$ cat src/wr_master_pkg.sv
// Protocol constants and vector types shared by the stream-to-AXI write master
// Referenced by scoped name from each engine and the top level
`default_nettype none

package wr_master_pkg;

  ///////////////////////////////////////////////////////////////////////
  // Protocol constants
  ///////////////////////////////////////////////////////////////////////

  // Bytes carried by one data beat
  localparam int unsigned DATA_BYTES = 4;

  // Longest burst, bounded by the 4 KiB rule and the 256-beat AXI4 limit
  localparam int unsigned BURST_BEATS =
      (4096 / DATA_BYTES < 256) ? 4096 / DATA_BYTES : 256;

  // Address step between bursts, also the alignment granule
  localparam int unsigned BURST_BYTES = DATA_BYTES * BURST_BEATS;

  ///////////////////////////////////////////////////////////////////////
  // Vector types
  ///////////////////////////////////////////////////////////////////////

  typedef logic [31:0] data_t;
  typedef logic [3:0]  strb_t;
  // Burst length as beats minus one
  typedef logic [7:0]  axi_len_t;
  // Transfer size in bytes
  typedef logic [19:0] xfer_size_t;
  // Burst count, size width less the 1 KiB burst granule
  typedef logic [9:0]  txn_cnt_t;

endpackage

`default_nettype wire

$ cat src/axis_write_master.sv
// AXI4-Stream to AXI4 write master, top level
// Start with ctrl_start plus address and size, wait for the ctrl_done pulse
`default_nettype none
`timescale 1ns/10ps

module axis_write_master #(
  parameter int ADDR_WIDTH      = 32,
  parameter int MAX_OUTSTANDING = 4
) (
  input  wire                            aclk,
  input  wire                            areset,
  // Control
  input  wire                            ctrl_start,
  input  wire  [ADDR_WIDTH-1:0]          ctrl_addr_offset,
  input  wire  wr_master_pkg::xfer_size_t ctrl_xfer_size,
  output logic                           ctrl_done,
  // Stream input
  input  wire                            s_axis_tvalid,
  output logic                           s_axis_tready,
  input  wire  wr_master_pkg::data_t      s_axis_tdata,
  // Write address
  output logic                           m_axi_awvalid,
  input  wire                            m_axi_awready,
  output logic [ADDR_WIDTH-1:0]          m_axi_awaddr,
  output wr_master_pkg::axi_len_t        m_axi_awlen,
  // Write data
  output logic                           m_axi_wvalid,
  input  wire                            m_axi_wready,
  output wr_master_pkg::data_t           m_axi_wdata,
  output wr_master_pkg::strb_t           m_axi_wstrb,
  output logic                           m_axi_wlast,
  // Write response
  input  wire                            m_axi_bvalid,
  output logic                           m_axi_bready
);

  logic [ADDR_WIDTH-1:0]   base_addr;
  logic                    xfer_start;
  wr_master_pkg::txn_cnt_t num_txns;
  wr_master_pkg::axi_len_t final_len;
  logic                    single_txn;
  wr_master_pkg::strb_t    final_strb;
  logic                    w_first_pulse;
  logic                    aw_accept;
  logic                    aw_stall;

  wr_xfer_setup #(.ADDR_WIDTH(ADDR_WIDTH)) u_setup (
    .aclk             (aclk),
    .areset           (areset),
    .ctrl_start       (ctrl_start),
    .ctrl_addr_offset (ctrl_addr_offset),
    .ctrl_xfer_size   (ctrl_xfer_size),
    .base_addr        (base_addr),
    .xfer_start       (xfer_start),
    .num_txns         (num_txns),
    .final_len        (final_len),
    .single_txn       (single_txn),
    .final_strb       (final_strb)
  );

  // Data path, first beats trigger addresses
  wr_data_channel u_data (
    .aclk          (aclk),
    .areset        (areset),
    .xfer_start    (xfer_start),
    .num_txns      (num_txns),
    .final_len     (final_len),
    .single_txn    (single_txn),
    .final_strb    (final_strb),
    .s_axis_tvalid (s_axis_tvalid),
    .s_axis_tdata  (s_axis_tdata),
    .m_axi_wready  (m_axi_wready),
    .s_axis_tready (s_axis_tready),
    .m_axi_wvalid  (m_axi_wvalid),
    .m_axi_wdata   (m_axi_wdata),
    .m_axi_wstrb   (m_axi_wstrb),
    .m_axi_wlast   (m_axi_wlast),
    .w_first_pulse (w_first_pulse)
  );

  wr_addr_channel #(.ADDR_WIDTH(ADDR_WIDTH)) u_addr (
    .aclk          (aclk),
    .areset        (areset),
    .base_addr     (base_addr),
    .xfer_start    (xfer_start),
    .num_txns      (num_txns),
    .final_len     (final_len),
    .single_txn    (single_txn),
    .w_first_pulse (w_first_pulse),
    .aw_stall      (aw_stall),
    .m_axi_awready (m_axi_awready),
    .m_axi_awvalid (m_axi_awvalid),
    .m_axi_awaddr  (m_axi_awaddr),
    .m_axi_awlen   (m_axi_awlen),
    .aw_accept     (aw_accept)
  );

  // Response side closes the loop on outstanding bursts
  wr_resp_tracker #(.MAX_OUTSTANDING(MAX_OUTSTANDING)) u_resp (
    .aclk         (aclk),
    .areset       (areset),
    .xfer_start   (xfer_start),
    .num_txns     (num_txns),
    .aw_accept    (aw_accept),
    .m_axi_bvalid (m_axi_bvalid),
    .m_axi_bready (m_axi_bready),
    .aw_stall     (aw_stall),
    .ctrl_done    (ctrl_done)
  );

endmodule

`default_nettype wire

$ cat src/wr_addr_channel.sv
// Issues one burst address per first beat seen on the data channel
// Holds back while the response tracker reports the outstanding limit
`default_nettype none
`timescale 1ns/10ps

module wr_addr_channel #(
  parameter int ADDR_WIDTH = 32
) (
  input  wire                          aclk,
  input  wire                          areset,
  input  wire  [ADDR_WIDTH-1:0]        base_addr,
  input  wire                          xfer_start,
  input  wire  wr_master_pkg::txn_cnt_t num_txns,
  input  wire  wr_master_pkg::axi_len_t final_len,
  input  wire                          single_txn,
  input  wire                          w_first_pulse,
  input  wire                          aw_stall,
  input  wire                          m_axi_awready,
  output logic                         m_axi_awvalid,
  output logic [ADDR_WIDTH-1:0]        m_axi_awaddr,
  output wr_master_pkg::axi_len_t      m_axi_awlen,
  output logic                         aw_accept
);

  localparam int PEND_W = 8;
  localparam int TXN_W  = $bits(wr_master_pkg::txn_cnt_t);

  logic idle_aw;
  logic aw_final_txn;

  assign aw_accept = m_axi_awvalid & m_axi_awready;

  // Raise when a first beat waits and a slot is free, drop on accept
  always_ff @(posedge aclk) begin
    if (areset) begin
      m_axi_awvalid <= 1'b0;
    end else if (!idle_aw && !m_axi_awvalid && !aw_stall) begin
      m_axi_awvalid <= 1'b1;
    end else if (m_axi_awready) begin
      m_axi_awvalid <= 1'b0;
    end
  end

  // Burst address walks up one granule per accept
  always_ff @(posedge aclk) begin
    if (xfer_start) begin
      m_axi_awaddr <= base_addr;
    end else if (aw_accept) begin
      m_axi_awaddr <= m_axi_awaddr + ADDR_WIDTH'(wr_master_pkg::BURST_BYTES);
    end
  end

  // Short length only for the closing burst
  assign m_axi_awlen = (aw_final_txn || (xfer_start && single_txn))
                       ? final_len
                       : wr_master_pkg::axi_len_t'(wr_master_pkg::BURST_BEATS - 1);

  // First beats offered but not yet matched by an address
  wr_updown_counter #(.WIDTH(PEND_W), .INIT('0)) u_pending_cnt (
    .aclk       (aclk),
    .areset     (areset),
    .load       (1'b0),
    .incr       (w_first_pulse),
    .decr       (aw_accept),
    .load_value ('0),
    .count      (),
    .is_zero    (idle_aw)
  );

  // Addresses left to issue after the current one
  wr_updown_counter #(.WIDTH(TXN_W), .INIT('0)) u_aw_burst_cnt (
    .aclk       (aclk),
    .areset     (areset),
    .load       (xfer_start),
    .incr       (1'b0),
    .decr       (aw_accept & ~aw_final_txn),
    .load_value (num_txns),
    .count      (),
    .is_zero    (aw_final_txn)
  );

  // Address payload holds until the slave takes it
  a_aw_stable: assert property (
    @(posedge aclk) disable iff (areset)
    (m_axi_awvalid && !m_axi_awready) |=>
      (m_axi_awvalid && $stable(m_axi_awaddr) && $stable(m_axi_awlen))
  );

endmodule

`default_nettype wire

$ cat src/wr_data_channel.sv
// Passes the stream onto the AXI write data channel while a transfer runs
// Generates wlast, wstrb and a pulse per burst first beat for the address engine
`default_nettype none
`timescale 1ns/10ps

module wr_data_channel (
  input  wire                          aclk,
  input  wire                          areset,
  input  wire                          xfer_start,
  input  wire  wr_master_pkg::txn_cnt_t num_txns,
  input  wire  wr_master_pkg::axi_len_t final_len,
  input  wire                          single_txn,
  input  wire  wr_master_pkg::strb_t    final_strb,
  input  wire                          s_axis_tvalid,
  input  wire  wr_master_pkg::data_t    s_axis_tdata,
  input  wire                          m_axi_wready,
  output logic                         s_axis_tready,
  output logic                         m_axi_wvalid,
  output wr_master_pkg::data_t         m_axi_wdata,
  output wr_master_pkg::strb_t         m_axi_wstrb,
  output logic                         m_axi_wlast,
  output logic                         w_first_pulse
);

  localparam int LEN_W = $bits(wr_master_pkg::axi_len_t);
  localparam int TXN_W = $bits(wr_master_pkg::txn_cnt_t);

  logic                    running;
  logic                    wxfer;
  logic                    burst_end;
  logic                    final_beat;
  logic                    w_final_txn;
  logic                    w_almost_final;
  logic                    beat_load;
  wr_master_pkg::axi_len_t beat_load_value;
  wr_master_pkg::txn_cnt_t txns_to_go;
  logic                    first_sent;
  logic                    first_offer;
  logic                    first_offer_d1;

  ///////////////////////////////////////////////////////////////////////
  // Stream gating
  ///////////////////////////////////////////////////////////////////////

  // No handshake before the size is known or after the last beat
  assign m_axi_wvalid  = s_axis_tvalid & running;
  assign m_axi_wdata   = s_axis_tdata;
  assign s_axis_tready = m_axi_wready & running;

  assign wxfer      = m_axi_wvalid & m_axi_wready;
  assign burst_end  = wxfer & m_axi_wlast;
  assign final_beat = burst_end & w_final_txn;

  always_ff @(posedge aclk) begin
    if (areset) begin
      running <= 1'b0;
    end else if (xfer_start) begin
      running <= 1'b1;
    end else if (final_beat) begin
      running <= 1'b0;
    end
  end

  ///////////////////////////////////////////////////////////////////////
  // Beat and burst countdowns
  ///////////////////////////////////////////////////////////////////////

  // Reload at start and at each burst end except the last
  assign beat_load       = xfer_start | (burst_end & ~w_final_txn);
  assign w_almost_final  = (txns_to_go == TXN_W'(1));
  assign beat_load_value = (xfer_start ? single_txn : w_almost_final)
                           ? final_len
                           : LEN_W'(wr_master_pkg::BURST_BEATS - 1);

  // Zero flag marks the last beat of the burst
  wr_updown_counter #(.WIDTH(LEN_W), .INIT('1)) u_beat_cnt (
    .aclk       (aclk),
    .areset     (areset),
    .load       (beat_load),
    .incr       (1'b0),
    .decr       (wxfer & ~m_axi_wlast),
    .load_value (beat_load_value),
    .count      (),
    .is_zero    (m_axi_wlast)
  );

  // Bursts left after the current one
  wr_updown_counter #(.WIDTH(TXN_W), .INIT('0)) u_burst_cnt (
    .aclk       (aclk),
    .areset     (areset),
    .load       (xfer_start),
    .incr       (1'b0),
    .decr       (burst_end & ~w_final_txn),
    .load_value (num_txns),
    .count      (txns_to_go),
    .is_zero    (w_final_txn)
  );

  // Only the very last beat may be partial
  assign m_axi_wstrb = (m_axi_wlast & w_final_txn) ? final_strb : '1;

  ///////////////////////////////////////////////////////////////////////
  // First-beat tracking
  ///////////////////////////////////////////////////////////////////////

  // One offer per burst, re-armed when the burst completes
  assign first_offer = m_axi_wvalid & ~first_sent;

  always_ff @(posedge aclk) begin
    if (areset) begin
      first_sent     <= 1'b0;
      first_offer_d1 <= 1'b0;
      w_first_pulse  <= 1'b0;
    end else begin
      if (burst_end) begin
        first_sent <= 1'b0;
      end else if (first_offer) begin
        first_sent <= 1'b1;
      end
      // Two cycles from the offer to the pulse
      first_offer_d1 <= first_offer;
      w_first_pulse  <= first_offer_d1;
    end
  end

  // Stream holds each offered beat until the slave takes it
  a_w_hold: assert property (
    @(posedge aclk) disable iff (areset)
    (m_axi_wvalid && !m_axi_wready) |=> (m_axi_wvalid && $stable(m_axi_wdata))
  );

endmodule

`default_nettype wire

$ cat src/wr_resp_tracker.sv
// Counts write responses, limits bursts in flight and pulses done at the end
// The stall level goes back to the address engine
`default_nettype none
`timescale 1ns/10ps

module wr_resp_tracker #(
  parameter int MAX_OUTSTANDING = 4
) (
  input  wire                          aclk,
  input  wire                          areset,
  input  wire                          xfer_start,
  input  wire  wr_master_pkg::txn_cnt_t num_txns,
  input  wire                          aw_accept,
  input  wire                          m_axi_bvalid,
  output logic                         m_axi_bready,
  output logic                         aw_stall,
  output logic                         ctrl_done
);

  localparam int TXN_W = $bits(wr_master_pkg::txn_cnt_t);
  localparam int VAC_W = $clog2(MAX_OUTSTANDING + 1);

  logic             bxfer;
  logic             b_final_txn;
  logic [VAC_W-1:0] vacancy;

  // Responses are always taken
  assign m_axi_bready = 1'b1;
  assign bxfer        = m_axi_bvalid & m_axi_bready;

  // Done one cycle after the closing response
  always_ff @(posedge aclk) begin
    if (areset) begin
      ctrl_done <= 1'b0;
    end else begin
      ctrl_done <= bxfer & b_final_txn;
    end
  end

  // Responses still expected after the next one
  wr_updown_counter #(.WIDTH(TXN_W), .INIT('0)) u_resp_cnt (
    .aclk       (aclk),
    .areset     (areset),
    .load       (xfer_start),
    .incr       (1'b0),
    .decr       (bxfer & ~b_final_txn),
    .load_value (num_txns),
    .count      (),
    .is_zero    (b_final_txn)
  );

  // Free slots, each accept takes one and each response returns one
  wr_updown_counter #(.WIDTH(VAC_W), .INIT(VAC_W'(MAX_OUTSTANDING))) u_vacancy_cnt (
    .aclk       (aclk),
    .areset     (areset),
    .load       (1'b0),
    .incr       (bxfer),
    .decr       (aw_accept),
    .load_value ('0),
    .count      (vacancy),
    .is_zero    (aw_stall)
  );

  // A response must match an address already accepted
  a_resp_has_burst: assert property (
    @(posedge aclk) disable iff (areset)
    m_axi_bvalid |-> (vacancy != VAC_W'(MAX_OUTSTANDING))
  );

endmodule

`default_nettype wire

$ cat src/wr_updown_counter.sv
// Loadable up/down counter with a registered zero flag
// Shared by the data, address and response engines
`default_nettype none
`timescale 1ns/10ps

module wr_updown_counter #(
  parameter int               WIDTH = 8,
  parameter logic [WIDTH-1:0] INIT  = '0
) (
  input  wire              aclk,
  input  wire              areset,
  input  wire              load,
  input  wire              incr,
  input  wire              decr,
  input  wire [WIDTH-1:0]  load_value,
  output logic [WIDTH-1:0] count,
  output logic             is_zero
);

  // Load wins, incr and decr together leave the count alone
  always_ff @(posedge aclk) begin
    if (areset) begin
      count   <= INIT;
      is_zero <= (INIT == '0);
    end else if (load) begin
      count   <= load_value;
      is_zero <= (load_value == '0);
    end else if (incr && !decr) begin
      count   <= count + 1'b1;
      is_zero <= 1'b0;
    end else if (decr && !incr) begin
      count   <= count - 1'b1;
      // Zero next cycle when stepping down from one
      is_zero <= (count == WIDTH'(1));
    end
  end

  // Callers gate decr so the count never wraps below zero
  a_no_underflow: assert property (
    @(posedge aclk) disable iff (areset)
    (decr && !incr && !load) |-> !is_zero
  );

endmodule

`default_nettype wire

$ cat src/wr_xfer_setup.sv
// Captures a start request and derives burst count, final length and strobe
// Feeds the data, address and response engines through a delayed start pulse
`default_nettype none
`timescale 1ns/10ps

module wr_xfer_setup #(
  parameter int ADDR_WIDTH = 32
) (
  input  wire                           aclk,
  input  wire                           areset,
  input  wire                           ctrl_start,
  input  wire  [ADDR_WIDTH-1:0]         ctrl_addr_offset,
  input  wire  wr_master_pkg::xfer_size_t ctrl_xfer_size,
  output logic [ADDR_WIDTH-1:0]         base_addr,
  output logic                          xfer_start,
  output wr_master_pkg::txn_cnt_t       num_txns,
  output wr_master_pkg::axi_len_t       final_len,
  output logic                          single_txn,
  output wr_master_pkg::strb_t          final_strb
);

  // Byte lane bits, total beat width and burst length bits
  localparam int LANE_W  = $clog2(wr_master_pkg::DATA_BYTES);
  localparam int TOTAL_W = $bits(wr_master_pkg::xfer_size_t) - LANE_W;
  localparam int LEN_W   = $clog2(wr_master_pkg::BURST_BEATS);
  localparam logic [ADDR_WIDTH-1:0] ADDR_MASK = ADDR_WIDTH'(wr_master_pkg::BURST_BYTES - 1);

  logic [TOTAL_W-1:0] total_len_r;
  logic               start_d1;

  // Two-stage start delay so the derived fields settle first
  always_ff @(posedge aclk) begin
    if (areset) begin
      start_d1   <= 1'b0;
      xfer_start <= 1'b0;
    end else begin
      start_d1   <= ctrl_start;
      xfer_start <= start_d1;
    end
  end

  // Sampled on the start pulse
  always_ff @(posedge aclk) begin
    if (ctrl_start) begin
      // Round up to whole beats, kept as beats minus one
      total_len_r <= (ctrl_xfer_size[LANE_W-1:0] != '0)
                     ? ctrl_xfer_size[LANE_W +: TOTAL_W]
                     : ctrl_xfer_size[LANE_W +: TOTAL_W] - 1'b1;
      // Align down to the burst granule
      base_addr <= ctrl_addr_offset & ~ADDR_MASK;
      // Partial last beat keeps only the low lanes
      for (int i = 0; i < wr_master_pkg::DATA_BYTES; i++) begin
        final_strb[i] <= (ctrl_xfer_size[LANE_W-1:0] == '0) ||
                         (LANE_W'(i) < ctrl_xfer_size[LANE_W-1:0]);
      end
    end
  end

  // Upper bits count bursts, lower bits give the last burst length
  assign num_txns   = total_len_r[LEN_W +: $bits(wr_master_pkg::txn_cnt_t)];
  assign final_len  = total_len_r[0 +: $bits(wr_master_pkg::axi_len_t)];
  assign single_txn = (num_txns == '0);

endmodule

`default_nettype wire
$ cat config.mk
export PLATFORM = sky130hd
export DESIGN_NAME = axis_write_master
export DESIGN_NICKNAME = d
export VERILOG_FILES = /design/src/wr_master_pkg.sv /design/src/axis_write_master.sv /design/src/wr_addr_channel.sv /design/src/wr_data_channel.sv /design/src/wr_resp_tracker.sv /design/src/wr_updown_counter.sv /design/src/wr_xfer_setup.sv
export SDC_FILE = /design/constraint.sdc
export NUM_CORES = 1
export LEC_CHECK = 0
export ABC_AREA = 0
export BUFFER_PORTS_ARGS = -buffer_cell sky130_fd_sc_hd__buf_4
export CAP_MARGIN = 10
export CORE_MARGIN = 3
export CORE_UTILIZATION = 53
export CTS_CLUSTER_SIZE = 24
export DETAILED_ROUTE_END_ITERATION = 12
export HOLD_SLACK_MARGIN = 0.05
export PLACE_DENSITY = 0.8
export SLEW_MARGIN = 30
export SYNTH_ARGS = -nofsm -noshare
export SYNTH_HDL_FRONTEND = slang
export SYNTH_SLANG_ARGS = --single-unit
$ cat constraint.sdc
create_clock -name aclk -period 3 [get_ports aclk]
set_input_delay 0.9 -clock aclk [delete_from_list [all_inputs] [get_ports aclk]]
set_output_delay 0.9 -clock aclk [all_outputs]
set_load 0.1 [all_outputs]
==> results.cfg, run 1 <==
[power_and_ir_drop]
p_leak_nw = 2.922
power_mw = 4.495
cellPowerDensity_nw_per_um2 = 593.2
peakVddDrop_uv = 446.8

[yosys]
ys_warn_count = 0
avgSynthCellArea_um2 = 9.946
synthArstFlopShare = 0
ys_seq_area_frac = 0.4947
synth_ff_type = edfxtp_1
synth-edff-count = 65
synth_cells = 653
syn_area_um2 = 6495
ys_types = 54
ys_ff_latch = 128

[routing]
drcViolationCount = 0
via_per_inst = 5.572
wl_per_cell_um = 15.20
dr.pass1.iters = 5
vias = 4842
detail_route.iter0.violations = 409
drt-total-wl_mm = 13.21
antenna_left = 0

[clock_tree]
tritoncts.num_buffers = 17
clock-sinks = 128
htree_levels = 4
clock_latency_ps = 420
postCtsSetupBuffers = 0
hold_buffers = 0
cts_buffer_depth = 2
postCtsResizedCells = 0
clk_pin_slew_worst_paths_ps = 60
cts_root_buffer = clkbuf_16
cts_tree = built

[global_route]
gr-usage-all-layers = 0.2001
grt_pass1_vias = 4699
antenna_found_initial = 0
grt_pass1_wl_mm = 21.25
grt_max_degree = 55
gr-total-overflow = 0

[timing]
fin_setup_tns_ps = 0
whs_ps = 437.9
finalCritPeriodShare = 0.9433
worst_slack_ps = 170.2
drv_slew = 0
fmaxAchievable_mhz = 353.4
max_slew.worst_pin.slew_ps = 665.3
finalHoldViolCount = 0
fin_worst_skew_ps = 8.836
setup_violations = 0
fin_crit_ps = 2830
slew_headroom = 0.5524
rsz0062_at_grt = false

[cells_and_area]
antenna_cells = 0
fin_nets = 825
post_route_cells_drive_above_1_share = 0.1915
layout_common_cells = 95 x buf_4, 65 x edfxtp_1, 62 x dfxtp_1
syn_to_final_growth_pct = 16.66
fillCellCount = 909
final_common_cell = buf_4

[placement]
io_buffers = 86
dp.final_hpwl_mm = 9.227
pre_cts_ws_ps = -13.51
gp_congestion = 0.8462

[die]
num_rows = 39
initial_core_util = 0.5546
core_area_um2 = 11710
dieWidth_um = 116.7
fp.dieH_um = 116.7
die_area_um2 = 13620
ios = 173

[critical_path]
rr_startpoint = u_setup.xfer_start
critPathMaxFanout = 8
r2r_setup_slack_ps = 890
worstReg2RegEnd = u_data.u_beat_cnt.count[5]
cp-start-kind = flip-flop
cp_data_arrival_time_ps = 1930
end_kind = output pin
critical_path_required_ps = 2100
r2r_cells = 6
critical_path_class = reg -> out

[worst_hold_path]
hp-start = u_setup.start_d1
worstHoldPathCells = 1
min_to = u_setup.xfer_start
hold_path.class = reg -> reg

[outcome]
status = complete, no violations

[job]
cap_violations = 0
## critical path, cell delays in order (launching register included)
cell and delay (ps):
edfxtp_1 410, nor4b_2 380, a31oi_2 210, or2_1 270, buf_4 240
## Yosys cell counts (2+ instances only)
cell type  number  area share
nor2_1         38       0.022
nor2b_1         6      0.0058
mux2_2          2      0.0035
o21bai_1        5      0.0058
nand4b_1        3      0.0040
nor4_1         16       0.015
conb_1          2      0.0012
clkbuf_1       19       0.011
inv_1          25       0.014
nand3_1        21       0.016
a31oi_1         4      0.0039
ha_1           21       0.040
or3_1           2      0.0019
or4_1           6      0.0069
and3_1          9      0.0087
o2bb2ai_1       2      0.0027
nor3b_1         2      0.0023
nand3b_1        2      0.0023
nor3_1         14       0.011
o211ai_1        3      0.0035
buf_4          44       0.051
o21ai_0         9      0.0069
xnor2_1        27       0.036
a21boi_1       12       0.014
or2_2           3      0.0029
mux2i_1         3      0.0046
a21oi_1        45       0.035
o21ai_1        26       0.020
and2_1          3      0.0029
nor4b_1         5      0.0067
edfxtp_1       65        0.30
dfxtp_1        63        0.19
or2_1           9      0.0087
xor2_1         48       0.065
nand2_1        61       0.035
nand4_1         7      0.0067
and4_1          2      0.0027
nand2b_1        3      0.0029
## area by class of cell
type                    instances  area [um2]  share of cell area
multi-input cells             445        2835              0.3742
inverters                      26       97.59             0.01288
clock inverters                13       83.83             0.01106
flip-flops and latches        128        3214              0.4242
well taps                     143       178.9             0.02361
repair buffers                 95       713.2             0.09412
clock buffers                  19       454.2             0.05994
## power by group
group	internal (mW)	total, mW	switching (mW)	leakage [nW]
logic	0.183	0.603	0.420	1.51
clock network	1.10	1.86	0.758	0.273
registers	1.95	2.03	0.0794	1.14
total	3.24	4.49	1.26	2.92
## metal layers
metal / routed length (um) / GRT usage / up-vias / share of wire
met5: 0 / 0 / - / 0
met4: 301 / 0.09633 / 0 / 0.023
met3: 875 / 0.06528 / 32 / 0.066
li1: - / - / 2361 / -
met2: 6370 / 0.3288 / 138 / 0.48
met1: 5665 / 0.2367 / 2311 / 0.43
## cell families after synthesis
| family | Yosys count | synth area share |
|---|---|---|
| buf+inv | 90 | 0.07744 |
| other cells | 2 | 0.001156 |
| mux | 6 | 0.009825 |
| fa+ha+maj | 21 | 0.04045 |
| compound gates | 113 | 0.1002 |
| flops | 128 | 0.4947 |
| xor+xnor | 75 | 0.1011 |
| simple gates | 218 | 0.1751 |
## how the worst max path moves through the flow
stage                                 start                 endpoint  slack, ps  depth (start not counted)
floorplan                ctrl_xfer_size[10]  u_setup.total_len_r[15]        220                          5
global placement         ctrl_xfer_size[10]  u_setup.total_len_r[15]         60                          6
detailed placement       ctrl_xfer_size[10]  u_setup.total_len_r[16]        -10                          6
CTS                 u_setup.total_len_r[13]           m_axi_awlen[5]         10                          4
global route        u_setup.total_len_r[13]           m_axi_awlen[5]         30                          4
finish              u_setup.total_len_r[13]           m_axi_awlen[5]        170                          4
## sequential cells by signal, summed over array words and instances, names as in the netlist, 3 cells and up
register                     flops
u_addr.u_pending_cnt.count       8
u_resp.u_resp_cnt.count         10
u_setup.final_strb               3
u_setup.total_len_r             18
u_setup.base_addr               22
u_data.u_beat_cnt.count          8
u_addr.u_aw_burst_cnt.count     10
u_data.u_burst_cnt.count        10
u_resp.u_vacancy_cnt.count       3
u_addr.m_axi_awaddr             22
## per-stage QoR
stage	util	cells	area, um2
6_report	0.6470	869	7577
5_1_grt	0.6470	869	7577
4_1_cts	0.6454	869	7559
3_5_place_dp	0.5995	837	7020
3_3_place_gp	0.5995	837	7020
2_1_floorplan	-	663	6533
(Power assumes the default switching activity.)
==> inputs of run 2 (changes only) <==
BUFFER_PORTS_ARGS = not set   (was -buffer_cell sky130_fd_sc_hd__buf_4)
CORE_MARGIN = 2   (was 3)
CORE_UTILIZATION = 60   (was 53)
DONT_BUFFER_PORTS = 1   (was not set)
PLACE_DENSITY = 0.76   (was 0.8)
==> results.cfg, run 2 (synthesized netlist as in run 1, its figures left out) <==
[cells_and_area]
reg_top3 = u_addr.m_axi_awaddr: 22 flops, u_setup.base_addr: 22 flops, u_setup.total_len_r: 18 flops
layout_common_cells = 65 x edfxtp_1, 62 x dfxtp_1, 61 x nand2_1
antenna_cells = 0
post_route_cells_drive_above_1_share = 0.1218
final_cells = 809
final_common_cell = edfxtp_1
fin_nets = 772
syn_to_final_growth_pct = 12.73

[power_and_ir_drop]
p_clk_frac = 0.422
p_leak_nw = 2.714
intPower_mw = 3.333
combPwrFrac = 0.126
sw_frac_of_total = 0.2604
pwr-share-seq = 0.452
p_sw_mw = 1.173
peakVddDrop_uv = 441.3
cellPowerDensity_nw_per_um2 = 615.4

[clock_tree]
postCtsResizedCells = 3
clock-sinks = 128
cts_root_buffer = clkbuf_8
postCtsSetupBuffers = 0
clk_pin_slew_worst_paths_ps = 50
cts_tree = built
cts_buffer_depth = 2
clock_latency_ps = 540
tritoncts.num_buffers = 17
htree_levels = 4
hold_buffers = 0

[critical_path]
cpLargestDelayFamily = simple AND/OR/NAND/NOR gates
cp-start-kind = flip-flop
end_kind = output pin
critPathMaxFanout = 8
crit_chain = nor4_4 -> a31oi_4 -> or2_1 -> buf_12
critical_path_class = reg -> out
cp_slowest_stage_delay_ps = 430
critical_path_required_ps = 2100
cp_data_arrival_time_ps = 1990
slowest_stage = edfxtp_1
path_buf_inv = 1

[die]
initial_core_util = 0.6235
die_area_um2 = 11670
fp.dieH_um = 108.0
num_rows = 37
ios = 173
dieWidth_um = 108.0
core_area_um2 = 10420

[routing]
dr.pass1.iters = 4
vias = 4664
detail_route.iter0.violations = 361
via_per_inst = 5.765
wl_per_cell_um = 16.66
antenna_left = 0
drcViolationCount = 0
drt-total-wl_mm = 13.48

[global_route]
grt_pass1_vias = 4713
gr-total-overflow = 0
grt_pass1_wl_mm = 21.90
antenna_found_initial = 0
gr-usage-all-layers = 0.2438
grt_max_degree = 55

[timing]
finalHoldViolCount = 0
rsz0062_at_grt = false
slew_headroom = 0.3681
fin_crit_ps = 2894
fin_worst_skew_ps = 4.522
max_slew.worst_pin.slew_ps = 947.9
fin_setup_tns_ps = 0
drv_slew = 0
fmaxAchievable_mhz = 345.5
finalCritPeriodShare = 0.9647
setup_violations = 0

[placement]
gp_congestion = 0.8266
io_buffers = 0
dp.final_hpwl_mm = 9.206
post-place-cells = 777

[outcome]
status = complete, no violations

[worst_hold_path]
hold_path.class = in -> reg

[job]
cap_violations = 0
-- run 2: cell type report --
| cell class | count | area (um2) |
|---|---|---|
| Clock buffer | 26 | 499.2 |
| Inverter | 26 | 97.59 |
| Sequential cell | 128 | 3214 |
| Timing Repair Buffer | 42 | 415.4 |
| Fill cell | 767 | 3094 |
| Clock inverter | 6 | 52.55 |
| Tap cell | 136 | 170.2 |
| Multi-Input combinational cell | 445 | 2873 |
-- run 2: per-layer routing --
layer,track usage,vias to the layer above,wire (um)
li1,-,2250,-
met1,0.2787,2210,5464
met2,0.4124,170,6673
met3,0.07655,34,990
met4,0.1227,0,352
met5,0,-,0
-- run 2: power by group through the flow --
stage | clock network, mW | registers, mW | logic [mW]
2_1_floorplan | 0 | 2.13 | 0.576
3_3_place_gp | 0 | 2.06 | 0.545
3_5_place_dp | 0 | 2.07 | 0.561
4_1_cts | 1.94 | 2.03 | 0.566
5_1_grt | 1.99 | 2.05 | 0.608
6_report | 1.90 | 2.04 | 0.567
-- run 2: stage by stage --
stage / area [um2] / util / setup slack [ps] / power, mW / hold slack, ps
3_5_place_dp: 6714 / 0.6446 / 130.8 / 2.626 / 429.8
6_report: 7322 / 0.7029 / 105.8 / 4.506 / 426.2
4_1_cts: 7284 / 0.6993 / 19.31 / 4.534 / 406.8
2_1_floorplan: 6533 / - / 215.8 / 2.703 / 398.6
5_1_grt: 7322 / 0.7029 / 30.71 / 4.651 / 417.2
3_3_place_gp: 6714 / 0.6446 / 172.4 / 2.604 / 417.3
-- run 2: path summary, 6_finish.rpt --
check	cells after the start	startpoint	to	slack [ps]
max	4	u_setup.total_len_r[8]	m_axi_awlen[7]	110
min	1	areset	u_data.running	430
max reg2reg	6	u_addr.m_axi_awvalid	u_addr.u_pending_cnt.count[5]	780
min reg2reg	1	u_setup.start_d1	u_setup.xfer_start	430
